--- src/source/pipe_defs.svh ---
// Core widths and constants for the RV32I subset pipeline
// Register indices are 5 bits wide, so REG_COUNT must stay at 32
`ifndef PIPE_DEFS_SVH
`define PIPE_DEFS_SVH

////////////////////////////////////////
// Word and register file sizes
////////////////////////////////////////

// Data, address and instruction width
`define XLEN 32

// Architectural registers, x0 reads as zero
`define REG_COUNT 32

////////////////////////////////////////
// Fetch constants
////////////////////////////////////////

// ADDI x0,x0,0 used as the empty IF/ID word
`define NOP 32'h0000_0013

// Byte step between sequential instructions
`define PC_STEP 4

`endif
--- src/source/pipe_pkg.sv ---
// Shared types and RV32I encodings for the pipeline
// Only ADDI, ADD, SUB, LW, SW and WFI are decoded as legal
`include "pipe_defs.svh"

package pipe_pkg;

    ////////////////////////////////////////
    // Instruction word views
    ////////////////////////////////////////

    // Same 32-bit word, read as R, I or S form
    typedef union packed {
        struct packed {
            logic [6:0] funct7;
            logic [4:0] rs2;
            logic [4:0] rs1;
            logic [2:0] funct3;
            logic [4:0] rd;
            logic [6:0] opcode;
        } r_form;
        struct packed {
            logic [11:0] imm;
            logic [4:0]  rs1;
            logic [2:0]  funct3;
            logic [4:0]  rd;
            logic [6:0]  opcode;
        } i_form;
        struct packed {
            logic [6:0] imm_hi;
            logic [4:0] rs2;
            logic [4:0] rs1;
            logic [2:0] funct3;
            logic [4:0] imm_lo;
            logic [6:0] opcode;
        } s_form;
    } instr_word_u;

    // Memory port command
    typedef enum logic [1:0] {
        bus_none  = 2'd0,
        bus_load  = 2'd1,
        bus_store = 2'd2
    } bus_command_e;

    // Halt code reported at commit
    typedef enum logic [1:0] {
        no_error      = 2'd0,
        illegal_inst  = 2'd1,
        halted_on_wfi = 2'd2
    } error_status_e;

    typedef enum logic [1:0] {
        alu_add = 2'd0,
        alu_sub = 2'd1
    } alu_op_e;

    ////////////////////////////////////////
    // Opcode and funct encodings
    ////////////////////////////////////////

    localparam logic [6:0] OP_IMM = 7'b001_0011;
    localparam logic [6:0] OP     = 7'b011_0011;
    localparam logic [6:0] LOAD   = 7'b000_0011;
    localparam logic [6:0] STORE  = 7'b010_0011;
    localparam logic [6:0] SYSTEM = 7'b111_0011;

    // ADD/ADDI share funct3, LW/SW use the word size
    localparam logic [2:0] FUNCT3_ADD  = 3'b000;
    localparam logic [2:0] FUNCT3_WORD = 3'b010;
    localparam logic [6:0] FUNCT7_ADD  = 7'b000_0000;
    localparam logic [6:0] FUNCT7_SUB  = 7'b010_0000;

    // WFI is one fixed SYSTEM word
    localparam logic [`XLEN-1:0] WFI_WORD = {12'h105, 5'd0, 3'b000, 5'd0, SYSTEM};

endpackage

--- src/source/pipeline.sv ---
// Top of the five-stage pipeline with one shared memory port
// Memory stage has priority over fetch on the bus
// After an illegal word or WFI commits, the machine waits for reset
`include "pipe_defs.svh"

module pipeline (
    input  logic                    clock,
    input  logic                    reset,
    input  logic [`XLEN-1:0]        mem2proc_data,
    output pipe_pkg::bus_command_e  proc2mem_command,
    output logic [`XLEN-1:0]        proc2mem_addr,
    output logic [`XLEN-1:0]        proc2mem_data,
    output logic                    commit_valid,
    output logic                    commit_wr_en,
    output logic [4:0]              commit_wr_idx,
    output logic [`XLEN-1:0]        commit_wr_data,
    output logic [`XLEN-1:0]        commit_pc,
    output pipe_pkg::error_status_e error_status
);

    // Fetch and IF/ID
    logic bus_granted, stall, freeze, if_valid;
    logic [`XLEN-1:0] fetch_pc, if_pc, if_inst;

    // ID/EX
    logic id_valid, id_wr_en;
    logic [4:0] id_rd;
    logic [`XLEN-1:0] id_pc, id_opa, id_opb, id_store_data;
    pipe_pkg::alu_op_e id_alu_op;
    pipe_pkg::bus_command_e id_mem_cmd;
    pipe_pkg::error_status_e id_error;
    logic [`XLEN-1:0] ex_result;

    // EX/MEM
    logic ex_mem_valid, ex_mem_wr_en;
    logic [4:0] ex_mem_rd;
    logic [`XLEN-1:0] ex_mem_pc, ex_mem_result, ex_mem_store_data;
    pipe_pkg::bus_command_e ex_mem_cmd;
    pipe_pkg::error_status_e ex_mem_error;

    // Memory stage and MEM/WB
    pipe_pkg::bus_command_e dmem_command;
    logic [`XLEN-1:0] dmem_addr, dmem_data, mem_result;
    logic mem_wb_valid, mem_wb_wr_en;
    logic [4:0] mem_wb_rd;
    logic [`XLEN-1:0] mem_wb_pc, mem_wb_data;
    pipe_pkg::error_status_e mem_wb_error, halt_code;

    stage_fetch fetch (
        .clock(clock), .reset(reset),
        .bus_granted(bus_granted), .stall(stall), .freeze(freeze),
        .fetch_data(mem2proc_data), .fetch_pc(fetch_pc),
        .if_valid(if_valid), .if_pc(if_pc), .if_inst(if_inst)
    );

    // Write port comes straight from MEM/WB
    stage_decode decode (
        .clock(clock), .reset(reset),
        .if_valid(if_valid), .if_pc(if_pc), .if_inst(if_inst),
        .wb_en(commit_wr_en), .wb_idx(mem_wb_rd), .wb_data(mem_wb_data),
        .mem_dest_valid(ex_mem_valid && ex_mem_wr_en), .mem_dest_idx(ex_mem_rd),
        .stall(stall), .freeze(freeze),
        .id_valid(id_valid), .id_pc(id_pc), .id_rd(id_rd), .id_wr_en(id_wr_en),
        .id_alu_op(id_alu_op), .id_opa(id_opa), .id_opb(id_opb),
        .id_store_data(id_store_data), .id_mem_cmd(id_mem_cmd), .id_error(id_error)
    );

    stage_execute execute (
        .id_alu_op(id_alu_op), .id_opa(id_opa), .id_opb(id_opb),
        .id_mem_cmd(id_mem_cmd), .ex_result(ex_result)
    );

    stage_memory memory (
        .mem_valid(ex_mem_valid), .mem_cmd(ex_mem_cmd),
        .mem_addr(ex_mem_result), .mem_store_data(ex_mem_store_data),
        .mem2proc_data(mem2proc_data),
        .dmem_command(dmem_command), .dmem_addr(dmem_addr), .dmem_data(dmem_data),
        .mem_result(mem_result)
    );

    ////////////////////////////////////////
    // Pipeline registers
    ////////////////////////////////////////

    always_ff @(posedge clock) begin
        if (reset) begin
            ex_mem_valid <= 1'b0;
            mem_wb_valid <= 1'b0;
            halt_code    <= pipe_pkg::no_error;
        end else begin
            ex_mem_valid <= id_valid;
            mem_wb_valid <= ex_mem_valid;
            // First halting commit sets the code until reset
            if (mem_wb_valid && halt_code == pipe_pkg::no_error)
                halt_code <= mem_wb_error;
        end
    end

    // Payload travels with the valid bits, no reset needed
    always_ff @(posedge clock) begin
        ex_mem_pc         <= id_pc;
        ex_mem_rd         <= id_rd;
        ex_mem_wr_en      <= id_wr_en;
        ex_mem_result     <= ex_result;
        ex_mem_store_data <= id_store_data;
        ex_mem_cmd        <= id_mem_cmd;
        ex_mem_error      <= id_error;
        mem_wb_pc         <= ex_mem_pc;
        mem_wb_rd         <= ex_mem_rd;
        mem_wb_wr_en      <= ex_mem_wr_en;
        mem_wb_data       <= mem_result;
        mem_wb_error      <= ex_mem_error;
    end

    ////////////////////////////////////////
    // Bus arbitration
    ////////////////////////////////////////

    // Data access first, otherwise fetch at the PC
    assign bus_granted      = dmem_command == pipe_pkg::bus_none;
    assign proc2mem_command = bus_granted ? pipe_pkg::bus_load : dmem_command;
    assign proc2mem_addr    = bus_granted ? fetch_pc : dmem_addr;
    assign proc2mem_data    = dmem_data;

    // Commit and write-back
    assign commit_valid   = mem_wb_valid;
    assign commit_wr_en   = mem_wb_valid && mem_wb_wr_en;
    assign commit_wr_idx  = mem_wb_rd;
    assign commit_wr_data = mem_wb_data;
    assign commit_pc      = mem_wb_pc;
    // Code shows in the commit cycle, then holds
    assign error_status = (halt_code != pipe_pkg::no_error) ? halt_code :
                          (mem_wb_valid ? mem_wb_error : pipe_pkg::no_error);

endmodule

--- src/source/stage_memory.sv ---
// Data side of the shared memory port
// Memory answers in the same cycle, so loads finish here
`include "pipe_defs.svh"

module stage_memory (
    input  logic                   mem_valid,
    input  pipe_pkg::bus_command_e mem_cmd,
    input  logic [`XLEN-1:0]       mem_addr,
    input  logic [`XLEN-1:0]       mem_store_data,
    input  logic [`XLEN-1:0]       mem2proc_data,
    output pipe_pkg::bus_command_e dmem_command,
    output logic [`XLEN-1:0]       dmem_addr,
    output logic [`XLEN-1:0]       dmem_data,
    output logic [`XLEN-1:0]       mem_result
);

    logic is_load;

    assign is_load = mem_valid && mem_cmd == pipe_pkg::bus_load;

    // Request only for a valid load or store
    assign dmem_command = mem_valid ? mem_cmd : pipe_pkg::bus_none;
    assign dmem_addr    = mem_addr;
    assign dmem_data    = mem_store_data;

    // Load data, otherwise the ALU value passes on
    assign mem_result = is_load ? mem2proc_data : mem_addr;

endmodule

--- src/source/stage_execute.sv ---
// Combinational ALU for the instruction held in ID/EX
// Loads and stores always add, giving a byte address
`include "pipe_defs.svh"

module stage_execute (
    input  pipe_pkg::alu_op_e      id_alu_op,
    input  logic [`XLEN-1:0]       id_opa,
    input  logic [`XLEN-1:0]       id_opb,
    input  pipe_pkg::bus_command_e id_mem_cmd,
    output logic [`XLEN-1:0]       ex_result
);

    logic [`XLEN-1:0] sum;
    logic [`XLEN-1:0] diff;

    assign sum  = id_opa + id_opb;
    assign diff = id_opa - id_opb;

    always_comb begin
        case (id_mem_cmd)
            // Effective address, base plus offset
            pipe_pkg::bus_load,
            pipe_pkg::bus_store: ex_result = sum;
            default: begin
                if (id_alu_op == pipe_pkg::alu_sub)
                    ex_result = diff;
                else
                    ex_result = sum;
            end
        endcase
    end

endmodule

--- src/source/stage_decode.sv ---
// Decode, register file and ID/EX register
// No forwarding: sources stall against ID/EX and EX/MEM destinations
// The MEM/WB write reaches a same-cycle read through the bypass
`include "pipe_defs.svh"

module stage_decode (
    input  logic                     clock,
    input  logic                     reset,
    input  logic                     if_valid,
    input  logic [`XLEN-1:0]         if_pc,
    input  logic [`XLEN-1:0]         if_inst,
    input  logic                     wb_en,
    input  logic [4:0]               wb_idx,
    input  logic [`XLEN-1:0]         wb_data,
    input  logic                     mem_dest_valid,
    input  logic [4:0]               mem_dest_idx,
    output logic                     stall,
    output logic                     freeze,
    output logic                     id_valid,
    output logic [`XLEN-1:0]         id_pc,
    output logic [4:0]               id_rd,
    output logic                     id_wr_en,
    output pipe_pkg::alu_op_e        id_alu_op,
    output logic [`XLEN-1:0]         id_opa,
    output logic [`XLEN-1:0]         id_opb,
    output logic [`XLEN-1:0]         id_store_data,
    output pipe_pkg::bus_command_e   id_mem_cmd,
    output pipe_pkg::error_status_e  id_error
);

    pipe_pkg::instr_word_u inst;
    logic [`XLEN-1:0] regs [`REG_COUNT];
    logic [6:0] opcode;
    logic [2:0] funct3;
    logic is_addi, is_add, is_sub, is_lw, is_sw, is_wfi, is_legal;
    logic uses_rs1, uses_rs2, writes_rd, issue;
    logic [`XLEN-1:0] rs1_val, rs2_val, imm_i, imm_s;

    // Read with x0 forced to zero and write-through bypass
    function automatic logic [`XLEN-1:0] read_reg(input logic [4:0] idx);
        if (idx == 5'd0)
            return '0;
        else if (wb_en && wb_idx == idx)
            return wb_data;
        else
            return regs[idx];
    endfunction

    // Source waits on an older writer still in flight
    function automatic logic conflicts(input logic [4:0] src);
        return (src != 5'd0) &&
               ((id_valid && id_wr_en && id_rd == src) ||
                (mem_dest_valid && mem_dest_idx == src));
    endfunction

    ////////////////////////////////////////
    // Field decode
    ////////////////////////////////////////

    assign inst   = if_inst;
    assign opcode = inst.r_form.opcode;
    assign funct3 = inst.r_form.funct3;

    assign is_addi = opcode == pipe_pkg::OP_IMM && inst.i_form.funct3 == pipe_pkg::FUNCT3_ADD;
    assign is_add  = opcode == pipe_pkg::OP && funct3 == pipe_pkg::FUNCT3_ADD &&
                     inst.r_form.funct7 == pipe_pkg::FUNCT7_ADD;
    assign is_sub  = opcode == pipe_pkg::OP && funct3 == pipe_pkg::FUNCT3_ADD &&
                     inst.r_form.funct7 == pipe_pkg::FUNCT7_SUB;
    assign is_lw   = opcode == pipe_pkg::LOAD && inst.i_form.funct3 == pipe_pkg::FUNCT3_WORD;
    assign is_sw   = opcode == pipe_pkg::STORE && inst.s_form.funct3 == pipe_pkg::FUNCT3_WORD;
    assign is_wfi  = if_inst == pipe_pkg::WFI_WORD;
    // Anything outside the subset halts as illegal
    assign is_legal = is_addi | is_add | is_sub | is_lw | is_sw | is_wfi;

    assign uses_rs1  = is_addi | is_add | is_sub | is_lw | is_sw;
    assign uses_rs2  = is_add | is_sub | is_sw;
    assign writes_rd = (is_addi | is_add | is_sub | is_lw) && inst.r_form.rd != 5'd0;

    // Sign-extended I and S immediates
    assign imm_i = {{(`XLEN-12){inst.i_form.imm[11]}}, inst.i_form.imm};
    assign imm_s = {{(`XLEN-12){inst.s_form.imm_hi[6]}}, inst.s_form.imm_hi, inst.s_form.imm_lo};

    assign rs1_val = read_reg(inst.r_form.rs1);
    assign rs2_val = read_reg(inst.r_form.rs2);

    // Hazard stall and issue
    assign stall = if_valid && ((uses_rs1 && conflicts(inst.r_form.rs1)) ||
                                (uses_rs2 && conflicts(inst.r_form.rs2)));
    assign issue = if_valid && !stall && !freeze;

    ////////////////////////////////////////
    // Register file write port
    ////////////////////////////////////////

    always_ff @(posedge clock) begin
        if (wb_en && wb_idx != 5'd0)
            regs[wb_idx] <= wb_data;
    end

    ////////////////////////////////////////
    // ID/EX register
    ////////////////////////////////////////

    // Control half, bubble when not issuing
    always_ff @(posedge clock) begin
        if (reset) begin
            id_valid   <= 1'b0;
            id_wr_en   <= 1'b0;
            id_mem_cmd <= pipe_pkg::bus_none;
            id_error   <= pipe_pkg::no_error;
            freeze     <= 1'b0;
        end else begin
            id_valid <= issue;
            id_wr_en <= issue && writes_rd;
            if (!issue)
                id_mem_cmd <= pipe_pkg::bus_none;
            else if (is_lw)
                id_mem_cmd <= pipe_pkg::bus_load;
            else if (is_sw)
                id_mem_cmd <= pipe_pkg::bus_store;
            else
                id_mem_cmd <= pipe_pkg::bus_none;
            if (!issue)
                id_error <= pipe_pkg::no_error;
            else if (!is_legal)
                id_error <= pipe_pkg::illegal_inst;
            else if (is_wfi)
                id_error <= pipe_pkg::halted_on_wfi;
            else
                id_error <= pipe_pkg::no_error;
            // Sticky until reset
            if (issue && (is_wfi || !is_legal))
                freeze <= 1'b1;
        end
    end

    // Payload half, only meaningful with id_valid
    always_ff @(posedge clock) begin
        if (issue) begin
            id_pc         <= if_pc;
            id_rd         <= inst.r_form.rd;
            id_alu_op     <= is_sub ? pipe_pkg::alu_sub : pipe_pkg::alu_add;
            id_opa        <= rs1_val;
            id_opb        <= (is_add | is_sub) ? rs2_val : (is_sw ? imm_s : imm_i);
            id_store_data <= rs2_val;
        end
    end

endmodule

--- src/source/stage_fetch.sv ---
// PC register and IF/ID register
// Sequential fetch only, the PC never branches
// A cycle without the bus leaves an invalid bubble in IF/ID
`include "pipe_defs.svh"

module stage_fetch (
    input  logic             clock,
    input  logic             reset,
    input  logic             bus_granted,
    input  logic             stall,
    input  logic             freeze,
    input  logic [`XLEN-1:0] fetch_data,
    output logic [`XLEN-1:0] fetch_pc,
    output logic             if_valid,
    output logic [`XLEN-1:0] if_pc,
    output logic [`XLEN-1:0] if_inst
);

    logic [`XLEN-1:0] pc;

    // Fetch request always goes out at the current PC
    assign fetch_pc = pc;

    always_ff @(posedge clock) begin
        if (reset) begin
            pc       <= '0;
            if_valid <= 1'b0;
            if_pc    <= '0;
            if_inst  <= `NOP;
        end else if (freeze) begin
            // Halt pending, nothing more issues
            if_valid <= 1'b0;
            if_inst  <= `NOP;
        end else if (stall) begin
            // Decode holds, keep IF/ID and PC
            if_valid <= if_valid;
        end else if (bus_granted) begin
            pc       <= pc + `XLEN'(`PC_STEP);
            if_valid <= 1'b1;
            if_pc    <= pc;
            if_inst  <= fetch_data;
        end else begin
            // Memory stage owns the bus this cycle
            if_valid <= 1'b0;
            if_inst  <= `NOP;
        end
    end

endmodule

--- config.mk ---
export PLATFORM = sky130hd
export DESIGN_NAME = pipeline
export DESIGN_NICKNAME = d
export VERILOG_FILES = /design/src/source/pipe_pkg.sv /design/src/source/pipeline.sv /design/src/source/stage_memory.sv /design/src/source/stage_execute.sv /design/src/source/stage_decode.sv /design/src/source/stage_fetch.sv
export VERILOG_INCLUDE_DIRS = /design/src /design/src/source
export SDC_FILE = /design/constraint.sdc
export NUM_CORES = 2
export LEC_CHECK = 0
export BUFFER_PORTS_ARGS = -buffer_cell sky130_fd_sc_hd__buf_4
export CAP_MARGIN = 5
export CORE_AREA = 4 4 340 342
export DETAILED_ROUTE_END_ITERATION = 8
export DIE_AREA = 0 0 344 346
export PLACE_DENSITY = 0.77
export SYNTH_ARGS = -nofsm -noshare
export SYNTH_HDL_FRONTEND = slang
export SYNTH_SLANG_ARGS = --single-unit
--- constraint.sdc ---
create_clock -name clock -period 7.43 [get_ports clock]
set_input_delay 0.3715 -clock clock [delete_from_list [all_inputs] [get_ports clock]]
set_output_delay 0.3715 -clock clock [all_outputs]
set_load 0.03 [all_outputs]
==> run_results.csv <==
group,metric,value,unit
global_routing,grt_util_all_layers,30.92,%
clock_network,cts_htree_levels,4,
logic_synthesis,synth_area,0.06395,mm^2
routing,number_of_antenna_violating_nets_in_the_routed_design,0,
sta,final_max_slew_viol_count,0,
critical_path,timing.setup.critical_path_class,"reg2reg",
power_and_ir_drop,p_leak,23.36,nW
final_layout,final_layout_size_suffix_gt1_share,30.19,%
critical_path,worst_path_largest_cell_delay,860,ps
critical_path,crit_top_cell,"sky130_fd_sc_hd__or4_1",
logic_synthesis,post_synthesis_simple_gate_area_fraction,4.271,%
routing,drc_violation_count_after_routing,0,
clock_network,worst_skew_late_latency,760,ps
sta,report.final.setup_viol,0,
sta,period_share,57.20,%
placement,pre_cts_slack,3285,ps
sta,finalClockSkew,31.48,ps
clock_network,cts-resized-gates,0,
global_routing,grt_antenna_before_repair,4,
logic_synthesis,post_synth.cell_area_avg,17.48,um^2
global_routing,grt_remaining_overflow,0,
critical_path,worst-path-stages,8,
run_status,outcome,"complete, no violations",
global_routing,largest_net_degree_at_the_start_of_global_routing,154,
clock_network,clkTransAtPathRegs,60,ps
logic_synthesis,largest_family_of_logic_cells_by_synthesized_area,"multiplexers",
routing,route.detailed.wl_per_inst,33.40,um
critical_path,critPathLaunchType,"register",
critical_path,r2r_cells,8,
floorplan,floorplan.core_area,0.1123,mm^2
sta,min_period,4250,ps
power_and_ir_drop,irDropWorstVdd,0.1845,mV
clock_network,cts.path.max_buffers,3,
placement,place.port_buffers,170,
floorplan,initial_core_util,56.93,%
floorplan,die_y,346,um
final_layout,number_of_fillers_in_the_final_layout,7528,
placement,finalWeightedCongestion,0.9712,
sta,hold_violations,0,
logic_synthesis,synthAdderAreaFrac,1.295,%
logic_synthesis,synth_seq_cells,1439,
final_layout,area_growth_syn_to_layout,12.76,%
clock_network,post-cts-setup-buffers,0,
critical_path,critPathTopFamily,"simple AND/OR/NAND/NOR gates",
logic_synthesis,synth_xor_area_share,1.027,%
critical_path,crit_path_max_fanout,40,
logic_synthesis,async_flop_share,0,%
routing,via_count,37750,
sta,final_hold_slack,148.0,ps
critical_path,critical_path_rt,8110,ps
sta,tns,0,ps
sta,worstMarginPinSlew,1380,ps
sta,finalWorstSetupSlack,3180,ps
floorplan,die_width,344,um
critical_path,cp-end-kind,"register",
logic_synthesis,synth_mux_area_share,24.23,%
flow_run,max_cap_violations,0,
sta,max_slew_margin,7.860,%
global_routing,wire_length_of_the_first_global_routing_pass,264500,um
critical_path,crit_buf_inv,1,
logic_synthesis,synthesized_instance_count,3659,
floorplan,std_cell_rows,123,
routing,drtPass1Iterations,7,
floorplan,dieArea,0.1190,mm^2
sta,rsz_0062_raised_after_global_routing,"no",
placement,detailedPlacementHpwl,102400,um
critical_path,worst-endpoint-arrival,4930,ps
min_path,worstHoldPathCells,4,
logic_synthesis,synth_cell_types,73,
final_layout,layout_common_cells,"sky130_fd_sc_hd__edfxtp_1, sky130_fd_sc_hd__mux4_2, sky130_fd_sc_hd__dfxtp_1, sky130_fd_sc_hd__buf_4, sky130_fd_sc_hd__nand2_1",
logic_synthesis,synth_enable_flop_cells,1156,
min_path,hold_path.class,"in2reg",
clock_network,clock_sinks,1439,
final_layout,mostFrequentLayoutCell,"sky130_fd_sc_hd__edfxtp_1",
routing,wl,183600,um
logic_synthesis,yosysWarningCount,0,
final_layout,nNetsFinal,3981,
logic_synthesis,postSynth.topFlopCell,"sky130_fd_sc_hd__edfxtp_1",
routing,route.detailed.vias_per_inst,6.868,
logic_synthesis,synth_sequential_area_ratio,63.14,%
routing,detail_route.iter0.violations,5245,
clock_network,tritoncts.num_buffers,144,
logic_synthesis,synth_compound_area_share,4.050,%
clock_network,cts_tree,"built",
power_and_ir_drop,power_density,280.8,mW/mm^2
sta,clock.fmax,235.3,MHz
global_routing,grt_pass1_vias,37730,
floorplan,top_level_ports,173,
critical_path,cp_slowest_cell,"sky130_fd_sc_hd__nand2_1",
critical_path,critical_path.cell_chain,"or4_1, nor2_4, buf_4, o2bb2ai_2, nand3_2, nand2_1, or4_1, a21oi_1",
clock_network,clock-root-buffer,"sky130_fd_sc_hd__clkbuf_16",
==> worst paths after layout <==
path / startpoint / to / slack (ps)
hold / removal: mem2proc_data[13] / fetch.if_inst[13] / 150
hold reg to reg: ex_mem_pc[11] / commit_pc[11] / 330
setup reg to reg: fetch.if_inst[18] / fetch.fetch_pc[28] / 3180
setup / recovery: fetch.if_inst[18] / fetch.fetch_pc[28] / 3180
==> metrics by stage <==
| step | total power, W | instance area [um^2] | util (%) | std cells |
|---|---|---|---|---|
| after floorplan | 0.01208 | 64080 | - | 3692 |
| after global placement | 0.01329 | 67330 | 59.93 | 5205 |
| after detailed placement | 0.01334 | 67330 | 59.93 | 5205 |
| after CTS | 0.02023 | 72110 | 64.19 | 5495 |
| after global routing | 0.02084 | 72110 | 64.19 | 5496 |
| final | 0.02025 | 72120 | 64.19 | 5497 |
==> metal layers <==
metal / GRT usage, % / share of wire [%] / routed length [um]
met1: 41.63 / 35 / 63740
met2: 49.02 / 48 / 87890
met3: 7.785 / 13 / 23550
met4: 12.43 / 4.6 / 8426
met5: 0 / 0 / 0
==> layout make-up <==
type | instances | area, um^2 | share of cell area, %
sequential | 1439 | 40410 | 56.04
inverter | 68 | 255.2 | 0.3539
clock buffer | 195 | 3991 | 5.535
antenna | 2 | 5.005 | 0.006940
clock inverter | 64 | 481.7 | 0.6680
timing repair buffer | 299 | 2397 | 3.324
tap | 1500 | 1877 | 2.602
multi-input combinational | 1930 | 22700 | 31.47
==> synth_stat cells (all sizes together) (7+ instances only) <==
cell	count	area [um^2]
a211oi	58	435.4
a21o	17	127.6
a21oi	132	660.6
a31oi	7	43.79
and2	11	68.82
and3	14	87.58
buf	91	397.9
clkbuf	164	615.6
dfxtp	283	5665
edfxtp	1156	34710
ha	63	788.3
inv	68	255.2
mux2	33	371.6
mux2i	71	710.7
mux4	640	14410
nand2	205	772.0
nand2b	13	81.33
nand3	57	290.3
nand4	21	131.4
nor2	180	683.2
nor2b	12	75.07
nor3	23	126.4
nor4	9	56.30
o21ai	109	545.5
o21bai	40	300.3
o31ai	7	52.55
or3	20	130.1
xnor2	54	473.0
xor2	21	183.9
==> logic make-up after synthesis <==
| family | after synthesis |
|---|---|
| AOI/OAI and AO/OA | 418 |
| xor gates and xnor gates | 75 |
| adders and majority gates | 65 |
| buffers and inverters | 323 |
| DFF | 1439 |
| muxes | 744 |
| other | 1 |
| and+or+nand+nor | 594 |
==> flip-flops by register name, summed over array words and instances, names as in the netlist, 30 cells and up, named ones only <==
name                  cells
fetch.if_inst            32
commit_wr_data           32
ex_mem_store_data        32
decode.id_pc             30
fetch.if_pc              30
decode.id_opb            32
fetch.fetch_pc           30
ex_mem_pc                30
decode.id_store_data     32
ex_mem_result            32
decode.regs            1024
decode.id_opa            32
commit_pc                30
==> worst reg2reg max path: stages, from the launching register on <==
cell and delay (ps):
sky130_fd_sc_hd__dfxtp_4 440, sky130_fd_sc_hd__or4_1 560, sky130_fd_sc_hd__nor2_4 90, sky130_fd_sc_hd__buf_4 580
sky130_fd_sc_hd__o2bb2ai_2 240, sky130_fd_sc_hd__nand3_2 490, sky130_fd_sc_hd__nand2_1 870, sky130_fd_sc_hd__or4_1 760
sky130_fd_sc_hd__a21oi_1 150
==> power breakdown <==
group          internal, W  total [W]  switching, W
Clock              0.00392    0.00697       0.00305
Sequential         0.00975     0.0101      0.000365
Combinational      0.00114    0.00317       0.00203
Total               0.0148     0.0202       0.00544
==> repair_timing <==
| action | in CTS | in global routing |
|---|---|---|
| hold buffers | 31 | 0 |
| endpoints found under the hold margin | 62 | 0 |
| setup endpoints to repair | 0 | 0 |
(Power assumes the default switching activity.)
